$ cat config.mk
export PLATFORM = sky130hd
export DESIGN_NAME = muladd_unit
export DESIGN_NICKNAME = d
export VERILOG_FILES = /design/src/hdl/flow_pkg.sv /design/src/hdl/muladd_pkg.sv /design/src/hdl/flow_inmux.sv /design/src/hdl/mul_pipe.sv /design/src/hdl/muladd_datapath.sv /design/src/hdl/run_ctrl.sv /design/src/hdl/period_timer.sv /design/src/hdl/conf_regs.sv /design/src/hdl/muladd_unit.sv
export SDC_FILE = /design/constraint.sdc
export NUM_CORES = 2
export LEC_CHECK = 0
export ABC_AREA = 1
export BUFFER_PORTS_ARGS = -buffer_cell sky130_fd_sc_hd__buf_2
export CORE_UTILIZATION = 43
export DETAILED_ROUTE_END_ITERATION = 7
export PLACE_DENSITY = 0.57
export SKIP_LAST_GASP = 1
export SYNTH_ARGS = -nofsm -noshare
export SYNTH_HDL_FRONTEND = slang
export SYNTH_SLANG_ARGS = --single-unit
$ cat constraint.sdc
create_clock -name clk -period 10 [get_ports clk]
set_clock_uncertainty 0.15 [all_clocks]
set_input_delay 2 -clock clk [delete_from_list [all_inputs] [get_ports clk]]
set_output_delay 2 -clock clk [all_outputs]
set_load 0.01 [all_outputs]
$ cat src/hdl/flow_pkg.sv
package flow_pkg;

   // default geometry of the data flow bus
   localparam int DEF_DATA_W  = 32;
   localparam int DEF_N_LANES = 8;

   // bits needed to index one lane
   localparam int lane_sel_w = $clog2(DEF_N_LANES);

   typedef logic [lane_sel_w-1:0] lane_sel_t;

   // one data word on a lane
   typedef logic [DEF_DATA_W-1:0] flow_word_t;

   // whole bus, lane 0 in the low bits
   typedef flow_word_t [DEF_N_LANES-1:0] flow_bus_t;

endpackage

$ cat src/hdl/muladd_pkg.sv
package muladd_pkg;

   localparam int OPCODE_W   = 4;
   localparam int PERIOD_W   = 16;   // delay and iteration counters
   localparam int WB_ADR_W   = 2;
   localparam int WB_DAT_W   = 32;
   localparam int PIPE_DEPTH = 2;    // multiplier latency

   typedef enum logic [OPCODE_W-1:0] {
      MUL_DIV2     = 4'd0,
      MUL          = 4'd1,
      MACC_DIV2    = 4'd2,
      MSUB_DIV2    = 4'd3,
      MACC         = 4'd4,
      MACC_16Q16   = 4'd5,
      MSUB         = 4'd6,
      MUL_LOW      = 4'd7,
      MUL_LOW_MACC = 4'd8,
      MACC_PLAIN   = 4'd9    // also taken by any unused code
   } opcode_e;

   typedef enum logic [1:0] {IDLE, WAIT, RUN, DRAIN} run_state_e;

   typedef struct packed {
      flow_pkg::lane_sel_t  sela;
      flow_pkg::lane_sel_t  selb;
      flow_pkg::lane_sel_t  selo;
      opcode_e              opcode;
      logic [PERIOD_W-1:0]  delay;
      logic [PERIOD_W-1:0]  iterations;
   } muladd_conf_t;

   typedef struct packed {
      logic                cyc;
      logic                stb;
      logic                we;
      logic [WB_ADR_W-1:0] adr;
      logic [WB_DAT_W-1:0] dat;
   } wb_req_t;

   // register addresses
   localparam logic [WB_ADR_W-1:0] REG_CONF  = 2'd0;
   localparam logic [WB_ADR_W-1:0] REG_DELAY = 2'd1;
   localparam logic [WB_ADR_W-1:0] REG_ITER  = 2'd2;
   localparam logic [WB_ADR_W-1:0] REG_CTRL  = 2'd3;

   // field positions inside REG_CONF and REG_CTRL
   localparam int CONF_SELA_LSB   = 0;
   localparam int CONF_SELB_LSB   = 4;
   localparam int CONF_SELO_LSB   = 8;
   localparam int CONF_OPCODE_LSB = 12;
   localparam int CTRL_START_BIT  = 0;
   localparam int CTRL_BUSY_BIT   = 0;
   localparam int CTRL_DONE_BIT   = 1;

endpackage

$ cat src/hdl/flow_inmux.sv
`timescale 1ns/1ns

module flow_inmux #(
   parameter int DATA_W  = flow_pkg::DEF_DATA_W,
   parameter int N_LANES = flow_pkg::DEF_N_LANES
) (
   input  flow_pkg::lane_sel_t sel,
   input  flow_pkg::flow_bus_t flow_in,
   output logic [DATA_W-1:0]   data_out
);

   // lane index beyond the bus gives zero
   always_comb begin
      data_out = '0;
      for (int i = 0; i < N_LANES; i++) begin
         if (sel == i) begin
            data_out = flow_in[i][DATA_W-1:0];
         end
      end
   end

endmodule

$ cat src/hdl/mul_pipe.sv
`timescale 1ns/1ns

module mul_pipe #(
   parameter int DATA_W = flow_pkg::DEF_DATA_W
) (
   input  logic                       clk,
   input  logic                       rst,
   input  logic signed [DATA_W-1:0]   op_a,
   input  logic signed [DATA_W-1:0]   op_b,
   input  logic                       in_valid,
   input  logic                       in_ld,
   output logic signed [2*DATA_W-1:0] product,
   output logic                       out_valid,
   output logic                       out_ld
);

   localparam int DEPTH = muladd_pkg::PIPE_DEPTH;

   logic signed [DATA_W-1:0] a_s1;
   logic signed [DATA_W-1:0] b_s1;
   logic [DEPTH-1:0]         valid_sr;   // flags ride along with the operands
   logic [DEPTH-1:0]         ld_sr;

   always_ff @(posedge clk or posedge rst) begin
      if (rst) begin
         valid_sr <= '0;
         ld_sr    <= '0;
      end else begin
         valid_sr <= {valid_sr[DEPTH-2:0], in_valid};
         ld_sr    <= {ld_sr[DEPTH-2:0], in_ld};
      end
   end

   // stage 1 registers operands, stage 2 the product
   always_ff @(posedge clk) begin
      a_s1    <= op_a;
      b_s1    <= op_b;
      product <= a_s1 * b_s1;
   end

   assign out_valid = valid_sr[DEPTH-1];
   assign out_ld    = ld_sr[DEPTH-1];

endmodule

$ cat src/hdl/muladd_datapath.sv
`timescale 1ns/1ns

module muladd_datapath #(
   parameter int DATA_W  = flow_pkg::DEF_DATA_W,
   parameter int N_LANES = flow_pkg::DEF_N_LANES
) (
   input  logic                     clk,
   input  logic                     rst,
   input  flow_pkg::flow_bus_t      flow_in,
   input  muladd_pkg::muladd_conf_t conf,
   input  logic                     issue,
   output logic [DATA_W-1:0]        flow_out,
   output logic                     out_valid
);

   localparam logic [DATA_W-1:0] ZERO_W = '0;

   logic signed [DATA_W-1:0]   op_a;
   logic signed [DATA_W-1:0]   op_b;
   logic [DATA_W-1:0]          op_o;
   logic [DATA_W-1:0]          op_o_q;     // reload lane, one cycle back
   logic signed [2*DATA_W-1:0] product;
   logic                       reload;
   logic [2*DATA_W-1:0]        acc;
   logic [2*DATA_W-1:0]        result;
   logic [2*DATA_W-1:0]        prod_x2;
   logic [2*DATA_W-1:0]        term_hi;
   logic [2*DATA_W-1:0]        term_x2_hi;
   logic [2*DATA_W-1:0]        term_q16;
   logic [2*DATA_W-1:0]        term_low;

   flow_inmux #(.DATA_W(DATA_W), .N_LANES(N_LANES)) i_mux_a (
      .sel      (conf.sela),
      .flow_in  (flow_in),
      .data_out (op_a)
   );

   flow_inmux #(.DATA_W(DATA_W), .N_LANES(N_LANES)) i_mux_b (
      .sel      (conf.selb),
      .flow_in  (flow_in),
      .data_out (op_b)
   );

   flow_inmux #(.DATA_W(DATA_W), .N_LANES(N_LANES)) i_mux_o (
      .sel      (conf.selo),
      .flow_in  (flow_in),
      .data_out (op_o)
   );

   always_ff @(posedge clk) begin
      op_o_q <= op_o;
   end

   mul_pipe #(.DATA_W(DATA_W)) i_mul (
      .clk       (clk),
      .rst       (rst),
      .op_a      (op_a),
      .op_b      (op_b),
      .in_valid  (issue),
      .in_ld     (op_o_q == ZERO_W),
      .product   (product),
      .out_valid (out_valid),
      .out_ld    (reload)
   );

   assign prod_x2    = product <<< 1;
   assign term_hi    = {product[2*DATA_W-1:DATA_W], ZERO_W};
   assign term_x2_hi = {prod_x2[2*DATA_W-1:DATA_W], ZERO_W};
   assign term_q16   = {product[DATA_W+DATA_W/2-1 -: DATA_W], ZERO_W};   // 16Q16 middle
   assign term_low   = {product[DATA_W-1:0], ZERO_W};

   always_comb begin
      case (conf.opcode)
         muladd_pkg::MUL_DIV2:     result = term_hi;
         muladd_pkg::MUL:          result = prod_x2;
         muladd_pkg::MACC_DIV2:    result = reload ? term_hi : acc + term_hi;
         muladd_pkg::MSUB_DIV2:    result = reload ? product : acc - product;
         muladd_pkg::MACC:         result = reload ? term_x2_hi : acc + term_x2_hi;
         muladd_pkg::MACC_16Q16:   result = reload ? term_q16 : acc + term_q16;
         muladd_pkg::MSUB:         result = reload ? prod_x2 : acc - prod_x2;
         muladd_pkg::MUL_LOW:      result = term_low;
         muladd_pkg::MUL_LOW_MACC: result = reload ? term_low : acc + term_low;
         default:                  result = acc + prod_x2;   // plain MACC, never reloads
      endcase
   end

   // accumulator follows the result on valid cycles only
   always_ff @(posedge clk or posedge rst) begin
      if (rst) begin
         acc <= '0;
      end else if (out_valid) begin
         acc <= result;
      end
   end

   assign flow_out = result[2*DATA_W-1:DATA_W];

endmodule

$ cat src/hdl/run_ctrl.sv
`timescale 1ns/1ns

module run_ctrl (
   input  logic                              clk,
   input  logic                              rst,
   input  logic                              start,
   input  muladd_pkg::muladd_conf_t          conf,
   input  logic                              timer_zero,
   output logic                              timer_load,
   output logic [muladd_pkg::PERIOD_W-1:0]   timer_value,
   output logic                              issue,
   output logic                              busy,
   output logic                              done
);

   muladd_pkg::run_state_e state;
   muladd_pkg::run_state_e state_nxt;

   // timer is reloaded on every phase entry
   always_comb begin
      state_nxt   = state;
      timer_load  = 1'b0;
      timer_value = conf.iterations;
      case (state)
         muladd_pkg::IDLE: begin
            if (start) begin
               timer_load = 1'b1;
               if (conf.delay == '0) begin
                  state_nxt = muladd_pkg::RUN;   // no start delay
               end else begin
                  state_nxt   = muladd_pkg::WAIT;
                  timer_value = conf.delay;
               end
            end
         end
         muladd_pkg::WAIT: begin
            if (timer_zero) begin
               state_nxt  = muladd_pkg::RUN;
               timer_load = 1'b1;
            end
         end
         muladd_pkg::RUN: begin
            if (timer_zero) begin
               state_nxt   = muladd_pkg::DRAIN;
               timer_load  = 1'b1;
               timer_value = muladd_pkg::PERIOD_W'(muladd_pkg::PIPE_DEPTH);
            end
         end
         default: begin
            if (timer_zero) state_nxt = muladd_pkg::IDLE;   // pipeline empty
         end
      endcase
   end

   always_ff @(posedge clk or posedge rst) begin
      if (rst) begin
         state <= muladd_pkg::IDLE;
         done  <= 1'b0;
      end else begin
         state <= state_nxt;
         if (start && state == muladd_pkg::IDLE) begin
            done <= 1'b0;
         end else if (state == muladd_pkg::DRAIN && timer_zero) begin
            done <= 1'b1;   // held until the next start
         end
      end
   end

   assign issue = (state == muladd_pkg::RUN);
   assign busy  = (state != muladd_pkg::IDLE);

endmodule

$ cat src/hdl/period_timer.sv
`timescale 1ns/1ns

module period_timer (
   input  logic                            clk,
   input  logic                            rst,
   input  logic                            load,
   input  logic [muladd_pkg::PERIOD_W-1:0] load_value,
   output logic                            zero
);

   logic [muladd_pkg::PERIOD_W-1:0] count;

   always_ff @(posedge clk or posedge rst) begin
      if (rst) begin
         count <= '0;
      end else if (load) begin
         count <= load_value;
      end else if (count != '0) begin
         count <= count - 1'b1;   // parks at zero
      end
   end

   // last cycle of a phase is count 1, a zero length behaves as 1
   assign zero = (count[muladd_pkg::PERIOD_W-1:1] == '0);

endmodule

$ cat src/hdl/conf_regs.sv
`timescale 1ns/1ns

module conf_regs (
   input  logic                            clk,
   input  logic                            rst,
   input  muladd_pkg::wb_req_t             wb_req,
   output logic [muladd_pkg::WB_DAT_W-1:0] wb_dat_o,
   output logic                            wb_ack,
   input  logic                            busy,
   input  logic                            done,
   output muladd_pkg::muladd_conf_t        conf,
   output logic                            start
);

   logic                            req;
   logic                            wr;
   logic                            locked;   // run active or starting
   logic [muladd_pkg::WB_DAT_W-1:0] rd_data;

   assign req    = wb_req.cyc && wb_req.stb && !wb_ack;   // one ack per request
   assign wr     = req && wb_req.we;
   assign locked = busy || start;

   always_comb begin
      rd_data = '0;
      case (wb_req.adr)
         muladd_pkg::REG_CONF: begin
            rd_data[muladd_pkg::CONF_SELA_LSB +: flow_pkg::lane_sel_w]   = conf.sela;
            rd_data[muladd_pkg::CONF_SELB_LSB +: flow_pkg::lane_sel_w]   = conf.selb;
            rd_data[muladd_pkg::CONF_SELO_LSB +: flow_pkg::lane_sel_w]   = conf.selo;
            rd_data[muladd_pkg::CONF_OPCODE_LSB +: muladd_pkg::OPCODE_W] = conf.opcode;
         end
         muladd_pkg::REG_DELAY: rd_data[muladd_pkg::PERIOD_W-1:0] = conf.delay;
         muladd_pkg::REG_ITER:  rd_data[muladd_pkg::PERIOD_W-1:0] = conf.iterations;
         muladd_pkg::REG_CTRL: begin
            rd_data[muladd_pkg::CTRL_BUSY_BIT] = busy;
            rd_data[muladd_pkg::CTRL_DONE_BIT] = done;
         end
      endcase
   end

   always_ff @(posedge clk or posedge rst) begin
      if (rst) begin
         wb_ack   <= 1'b0;
         wb_dat_o <= '0;
         start    <= 1'b0;
         conf     <= '0;
      end else begin
         wb_ack <= req;
         start  <= wr && !locked && (wb_req.adr == muladd_pkg::REG_CTRL)
                   && wb_req.dat[muladd_pkg::CTRL_START_BIT];
         if (req) wb_dat_o <= rd_data;   // held through the ack cycle
         // config writes while a run is active are acked and dropped
         if (wr && !locked) begin
            case (wb_req.adr)
               muladd_pkg::REG_CONF: begin
                  conf.sela   <= wb_req.dat[muladd_pkg::CONF_SELA_LSB +: flow_pkg::lane_sel_w];
                  conf.selb   <= wb_req.dat[muladd_pkg::CONF_SELB_LSB +: flow_pkg::lane_sel_w];
                  conf.selo   <= wb_req.dat[muladd_pkg::CONF_SELO_LSB +: flow_pkg::lane_sel_w];
                  conf.opcode <= muladd_pkg::opcode_e'(
                                 wb_req.dat[muladd_pkg::CONF_OPCODE_LSB +: muladd_pkg::OPCODE_W]);
               end
               muladd_pkg::REG_DELAY: conf.delay <= wb_req.dat[muladd_pkg::PERIOD_W-1:0];
               muladd_pkg::REG_ITER:  conf.iterations <= wb_req.dat[muladd_pkg::PERIOD_W-1:0];
               default: ;   // REG_CTRL only starts
            endcase
         end
      end
   end

endmodule

$ cat src/hdl/muladd_unit.sv
`timescale 1ns/1ns

module muladd_unit #(
   parameter int DATA_W  = 32,
   parameter int N_LANES = 8
) (
   input  logic                            clk,
   input  logic                            rst,
   input  muladd_pkg::wb_req_t             wb_req,
   output logic [muladd_pkg::WB_DAT_W-1:0] wb_dat_o,
   output logic                            wb_ack,
   input  flow_pkg::flow_bus_t             flow_in,
   output logic [DATA_W-1:0]               flow_out,
   output logic                            out_valid
);

   muladd_pkg::muladd_conf_t        conf;
   logic                            start;
   logic                            busy;
   logic                            done;
   logic                            issue;
   logic                            timer_load;
   logic [muladd_pkg::PERIOD_W-1:0] timer_value;
   logic                            timer_zero;

   conf_regs i_conf_regs (
      .clk      (clk),
      .rst      (rst),
      .wb_req   (wb_req),
      .wb_dat_o (wb_dat_o),
      .wb_ack   (wb_ack),
      .busy     (busy),
      .done     (done),
      .conf     (conf),
      .start    (start)
   );

   run_ctrl i_run_ctrl (
      .clk         (clk),
      .rst         (rst),
      .start       (start),
      .conf        (conf),
      .timer_zero  (timer_zero),
      .timer_load  (timer_load),
      .timer_value (timer_value),
      .issue       (issue),
      .busy        (busy),
      .done        (done)
   );

   period_timer i_timer (
      .clk        (clk),
      .rst        (rst),
      .load       (timer_load),
      .load_value (timer_value),
      .zero       (timer_zero)
   );

   muladd_datapath #(.DATA_W(DATA_W), .N_LANES(N_LANES)) i_datapath (
      .clk       (clk),
      .rst       (rst),
      .flow_in   (flow_in),
      .conf      (conf),
      .issue     (issue),
      .flow_out  (flow_out),
      .out_valid (out_valid)
   );

endmodule

-- After elaboration in Yosys (flattened, before gate mapping)
Cells that the tools add are included.
- register bits: 310
- add/subtract/negate cells: 8
- $mul: 1
- equal/unequal tests: 38
- muxes and demuxes: 56
- reduce and logical (&&, ||, !) cells: 30
- operator list (operator ; number):
    two-way mux 32 bit ; 24
    one-hot mux 64 bit (9 select lines) ; 1
    two-way mux 64 bit ; 6
    adder 64 bit ; 5
    subtractor 64 bit ; 2
    two-way mux 16 bit ; 5
    multiplier 32 x 32 -> 64 bit ; 1
    equality test 3 bit (second input constant) ; 12
    zero test 32 bit ; 1
    one-hot mux 16 bit (2 select lines) ; 1
    equality test 3 x 2 -> 1 bit (second input constant) ; 6
    one-hot mux 3 bit (3 select lines) ; 2
    equality test 4 x 3 -> 1 bit (second input constant) ; 4
    zero test 16 bit ; 1
    nonzero test 16 bit ; 1
    subtractor 16 x 1 -> 16 bit (second input constant) ; 1
    zero test 15 bit ; 1
    one-hot mux 4 bit (3 select lines) ; 1
    two-way mux 2 bit ; 5
    equality test 3 x 1 -> 1 bit (second input constant) ; 3
    zero test 3 bit ; 3
    equality test 2 bit (second input constant) ; 4
    equality test 4 x 2 -> 1 bit (second input constant) ; 2
    logical AND 1 bit ; 8
    other kinds (18) ; 33

-- Logic depth before layout (Yosys ltp)
- depth in word-level cells: 9
- gate-level depth with buffers: 33
- gate-level depth less buffers: 32

-- Modules after synthesis
From an unflattened synthesis, not the netlist that was laid out.
- cell total of the unflattened synthesis: 13415
- area total of the unflattened synthesis: 84374.7 µm²
- modules (own cells, without submodules) (module ; times used ; cells an instance ; area an instance (µm²)):
    mul_pipe ; 1 ; 5203 ; 41670.0
    muladd_datapath ; 1 ; 6228 ; 31486.4
    flow_inmux ; 3 ; 441 ; 2125.8
    conf_regs ; 1 ; 376 ; 3091.7
    period_timer ; 1 ; 178 ; 1158.6
    run_ctrl ; 1 ; 107 ; 590.6

-- Worst setup path after synthesis
Ideal clock, no wire load.
- path type: reg2reg
- start point: reg i_datapath.i_mul.a_s1[31]
- end point: reg i_datapath.i_mul.product[63]
- data arrival time: 7089 ps
- required time: 9729 ps
- path slack: 2640 ps
- stages on the path, launching flop included: 27
- path buffers: 1
- clock period less this slack: 7360 ps
- cell sequence: dfxtp_1 -> clkbuf_1 -> nand2_1 -> inv_1 -> fa_1 -> inv_1 -> fa_1 -> inv_1 -> fa_1 -> fa_1 -> inv_1 -> fa_1 -> inv_1 -> fa_1 -> inv_1 -> fa_1 -> inv_1 -> fa_1 -> ha_1 -> a21oi_1 -> inv_1 -> a31oi_1 -> o221a_2 -> nand2_1 -> nand3_1 -> nand2_1 -> xor2_1
- longest elaborated chain between the ends: 1
- RTL lines (element ; line ; source):
    from (decl) ; mul_pipe.sv:19 ; logic signed [DATA_W-1:0] a_s1;
    from (signal assigned) ; mul_pipe.sv:36 ; a_s1 <= op_a;
    multiplier 32 x 32 -> 64 bit ; mul_pipe.sv:38 ; product <= a_s1 * b_s1;
    to (signal assigned) ; mul_pipe.sv:38 ;
    to (decl) ; mul_pipe.sv:12 ; output logic signed [2*DATA_W-1:0] product,
No other way between the ends.
A chain may end at the register's enable or synchronous reset.

-- Worst setup path after layout
- start point: reg i_datapath.i_mul.b_s1[11]
- end point: reg i_datapath.i_mul.product[63]
- longest elaborated chain between the ends: 1
- RTL lines (element ; line ; source):
    from (decl) ; mul_pipe.sv:20 ; logic signed [DATA_W-1:0] b_s1;
    from (signal assigned) ; mul_pipe.sv:37 ; b_s1 <= op_b;
    multiplier 32 x 32 -> 64 bit ; mul_pipe.sv:38 ;
No other way between the ends.

==> impl_metrics.env <==
export IMPL_rows=156
export IMPL_postCtsHoldBufs=0
export IMPL_drtAntennaViolNets=0
export IMPL_die_w_microns=428
export IMPL_area_growth_pct=7.21
export IMPL_dp_cells=14133
export IMPL_synth_enable_flop_cells=0
export IMPL_synth_cells=11714
export IMPL_finalSetupViolations=0
export IMPL_initial_core_util_pct=43.3
export IMPL_ys_async_sr_fraction_pct=48.4
export IMPL_cts_tree="yes"
export IMPL_die_area_sq_um=183000
export IMPL_grt_pass1_wl_microns=562000
export IMPL_slew_headroom_pct=1.35
export IMPL_critPathTopFamily="adder cells"
export IMPL_clock_path_buffers=3
export IMPL_crit_slowest_cell="dfxtp_1"
export IMPL_cp_max_fo=24
export IMPL_worst_slack_ps=1180
export IMPL_ios=361
export IMPL_yosysWarnings=0
export IMPL_final_area_sq_um=83700
export IMPL_max_freq_mhz=113
export IMPL_worstSetupEndpointType="register"
export IMPL_hold_violations=0
export IMPL_worstMarginPinSlew_ps=1470
export IMPL_grt_setup_unrepaired="no"
export IMPL_dieHeight_microns=428
export IMPL_yosys_cell_types_count=69
export IMPL_vias=81800
export IMPL_ys_flop_type="dfxtp_1"
export IMPL_violations="design-rule violations, max-capacitance violations"
export IMPL_post_cts_setup_buffers=0
export IMPL_dr_pass1_iters=8
export IMPL_insertion_delay_ps=710
export IMPL_drt_iter0_drc=8832
export IMPL_timing_critical_path_buf_inv=2
export IMPL_layout_cells_non_filler=14231
export IMPL_min_period_ps=8820
export IMPL_clock_sinks=310
export IMPL_coreArea_sq_um=181000
export IMPL_clk_pin_slew_ps=60
export IMPL_crit_chain="nand2_1 > fa_1 > fa_1 > fa_1 > fa_1 > inv_1 > fa_1 > fa_1 > fa_1 > fa_1 > ha_1 > nand2_1 > nor2_1 > inv_1 > nor3_1 > nand2_1 > o211ai_1 > nand2_1 > nand2_1 > nand3_1 > nand2_1 > xor2_1"
export IMPL_tns_ps=0
export IMPL_status="complete, but fails checks"
export IMPL_preCtsSetupSlack_ps=1350
export IMPL_synth_seq_cells=310
export IMPL_cts_max_level=2
export IMPL_cts_resized=0
export IMPL_wire_per_inst_microns=27.6
export IMPL_syn_area_sq_um=78100
export IMPL_drv_slew=0
export IMPL_grt_pass1_vias=81926
export IMPL_required_ps=10470
export IMPL_overflow=0
export IMPL_crit_path_frequent_cell="fa_1"
export IMPL_via_per_inst=5.75
export IMPL_dpl_cell_area_sq_um=82100
export IMPL_avgSynthCellArea_sq_um=6.67
export IMPL_max_cap_violations=1
export IMPL_nets=13669
export IMPL_min_path_type="register to register"
export IMPL_cts_buffers=44
export IMPL_critPathKind="register to register"
export IMPL_max_stage_delay_ps=1110
export IMPL_cts_root_buf="clkbuf_16"
export IMPL_antenna_found_initial=31
export IMPL_port_buffers=328
export IMPL_hpwlAfterDp_microns=331000
export IMPL_drc=9
export IMPL_cp_arrival_ps=9290
export IMPL_period_share_pct=88.2
export IMPL_gp_congestion=1.19
export IMPL_final_layout_size_suffix_gt1_share_pct=6.06
export IMPL_critPathLaunchType="register"
export IMPL_grt_max_degree=94
export IMPL_grt_usage_pct=42.2
export IMPL_yosysSeqAreaShare_pct=8.91
export IMPL_wl_microns=393000
==> through the flow <==
| step | util (%) | hold WS (ps) |
|---|---|---|
| global route | 46.4 | 214 |
| global placement | 45.5 | 186 |
| detailed placement | 45.5 | 194 |
| floorplan | - | 181 |
| CTS | 46.3 | 207 |
| finish | 46.4 | 205 |
==> final timing paths <==
path | start | endpoint | slack [ps] | cells after the start
worst max register to register | i_datapath.i_mul.b_s1[11] | i_datapath.i_mul.product[63] | 1180 | 22
max in group asynchronous | rst | i_datapath.acc[59] | 7060 | 3
worst max-delay path | i_datapath.i_mul.b_s1[11] | i_datapath.i_mul.product[63] | 1180 | 22
worst min register to register | i_datapath.i_mul.valid_sr[0] | i_datapath.i_mul.valid_sr[1] | 210 | 0
worst min-delay path | i_datapath.i_mul.valid_sr[0] | i_datapath.i_mul.valid_sr[1] | 210 | 0
min in group asynchronous | rst | i_conf_regs.conf[5] | 1250 | 2
==> kinds of logic (layout without fill, tap and decap cells) <==
group,Yosys count,after routing,synth area share (%)
compound gates,1708,1708,13.2
xor+xnor,132,132,1.48
fa+ha+maj,1564,1564,35.5
buf+inv,3037,3151,15.0
flops,310,310,8.91
mux,6,6,0.0865
other cells,1,34,0.00480
simple gates,4956,4956,25.8
==> final cells by class <==
class	instances	area [sq um]
flip-flops and latches	310	6960
fillers	18667	96800
diodes	18	45.0
clock buffers	49	1150
clock inverters	30	373
repair buffers	503	2990
multi-input cells	8382	59600
well taps	2370	2970
inverters	2569	9650
==> Yosys cell counts (7+ instances only) <==
master     number  share of area, %
nand2_1      3076                15
inv_1        2543                12
fa_1         1089                28
nor2_1        983               4.7
a21oi_1       617               4.0
nand3_1       584               3.7
ha_1          475               7.6
o21ai_0       461               3.0
clkbuf_1      325               1.6
dfxtp_1       160               4.1
dfrtp_1       150               4.8
nand4_1       115              0.92
xor2_1         90               1.0
o221ai_1       88              0.99
a221oi_1       87              0.98
o2111ai_1      86              0.96
nor3_1         76              0.49
o22ai_1        64              0.51
buf_4          60              0.58
buf_2          56              0.36
o211ai_1       54              0.52
o21bai_1       52              0.50
a31oi_1        45              0.36
xnor2_1        42              0.47
o21ai_1        36              0.23
a21o_1         30              0.29
nor4_1         28              0.22
inv_2          23              0.11
buf_1          22              0.11
nor2_2         15              0.12
and2_1         14              0.11
a21oi_2        13              0.15
o21a_1         13              0.12
nand3b_1       12              0.12
or2_2          12             0.096
and3_1         10             0.080
a211oi_1        9             0.087
a21boi_0        9             0.087
nand3_2         8              0.10
a21boi_1        7             0.067
a221o_1         7             0.090
nand2_2         7             0.056
==> cell usage in the layout (no fill, tap or decap), drive strengths merged, types with 12 or more instances in the layout <==
cell / Yosys / final
nand2: 3083 / 3083
inv: 2566 / 2576
fa: 1089 / 1089
nor2: 1001 / 1001
a21oi: 630 / 630
nand3: 592 / 592
o21ai: 504 / 504
buf: 140 / 503
ha: 475 / 475
dfxtp: 160 / 160
dfrtp: 150 / 150
nand4: 115 / 115
xor2: 90 / 90
o221ai: 88 / 88
a221oi: 87 / 87
o2111ai: 86 / 86
nor3: 81 / 81
o22ai: 64 / 64
o211ai: 55 / 55
o21bai: 55 / 55
clkbuf: 328 / 49
a31oi: 46 / 46
xnor2: 42 / 42
a21o: 30 / 30
nor4: 29 / 29
diode: 0 / 18
a21boi: 18 / 18
or2: 17 / 17
conb: 1 / 16
clkinv: 3 / 15
and2: 14 / 14
o21a: 13 / 13
nand3b: 12 / 12
==> layer usage <==
metal | share of wire (%) | track usage (%) | vias up
met1 | 38 | 51.0 | 39637
li1 | - | - | 36437
met3 | 8.5 | 7.94 | 1076
met4 | 9.4 | 32.6 | 24
met5 | 0.035 | 0 | -
met2 | 44 | 66.5 | 4626
==> state kept, by name, summed over array words and instances, names as in the netlist <==
signal / count
i_conf_regs.wb_dat_o: 16
i_run_ctrl.state: 2
i_conf_regs.conf: 45
i_conf_regs.wb_ack: 1
i_datapath.acc: 64
i_run_ctrl.done: 1
i_timer.count: 16
i_datapath.i_mul.b_s1: 32
i_conf_regs.start: 1
i_datapath.i_mul.ld_sr: 2
i_datapath.i_mul.valid_sr: 2
i_datapath.i_mul.product: 64
i_datapath.i_mul.a_s1: 32
i_datapath.op_o_q: 32
Power is left out: the tool's default activity adds up to more than one toggle a clock period on the data nets, which glitch-free logic cannot reach.
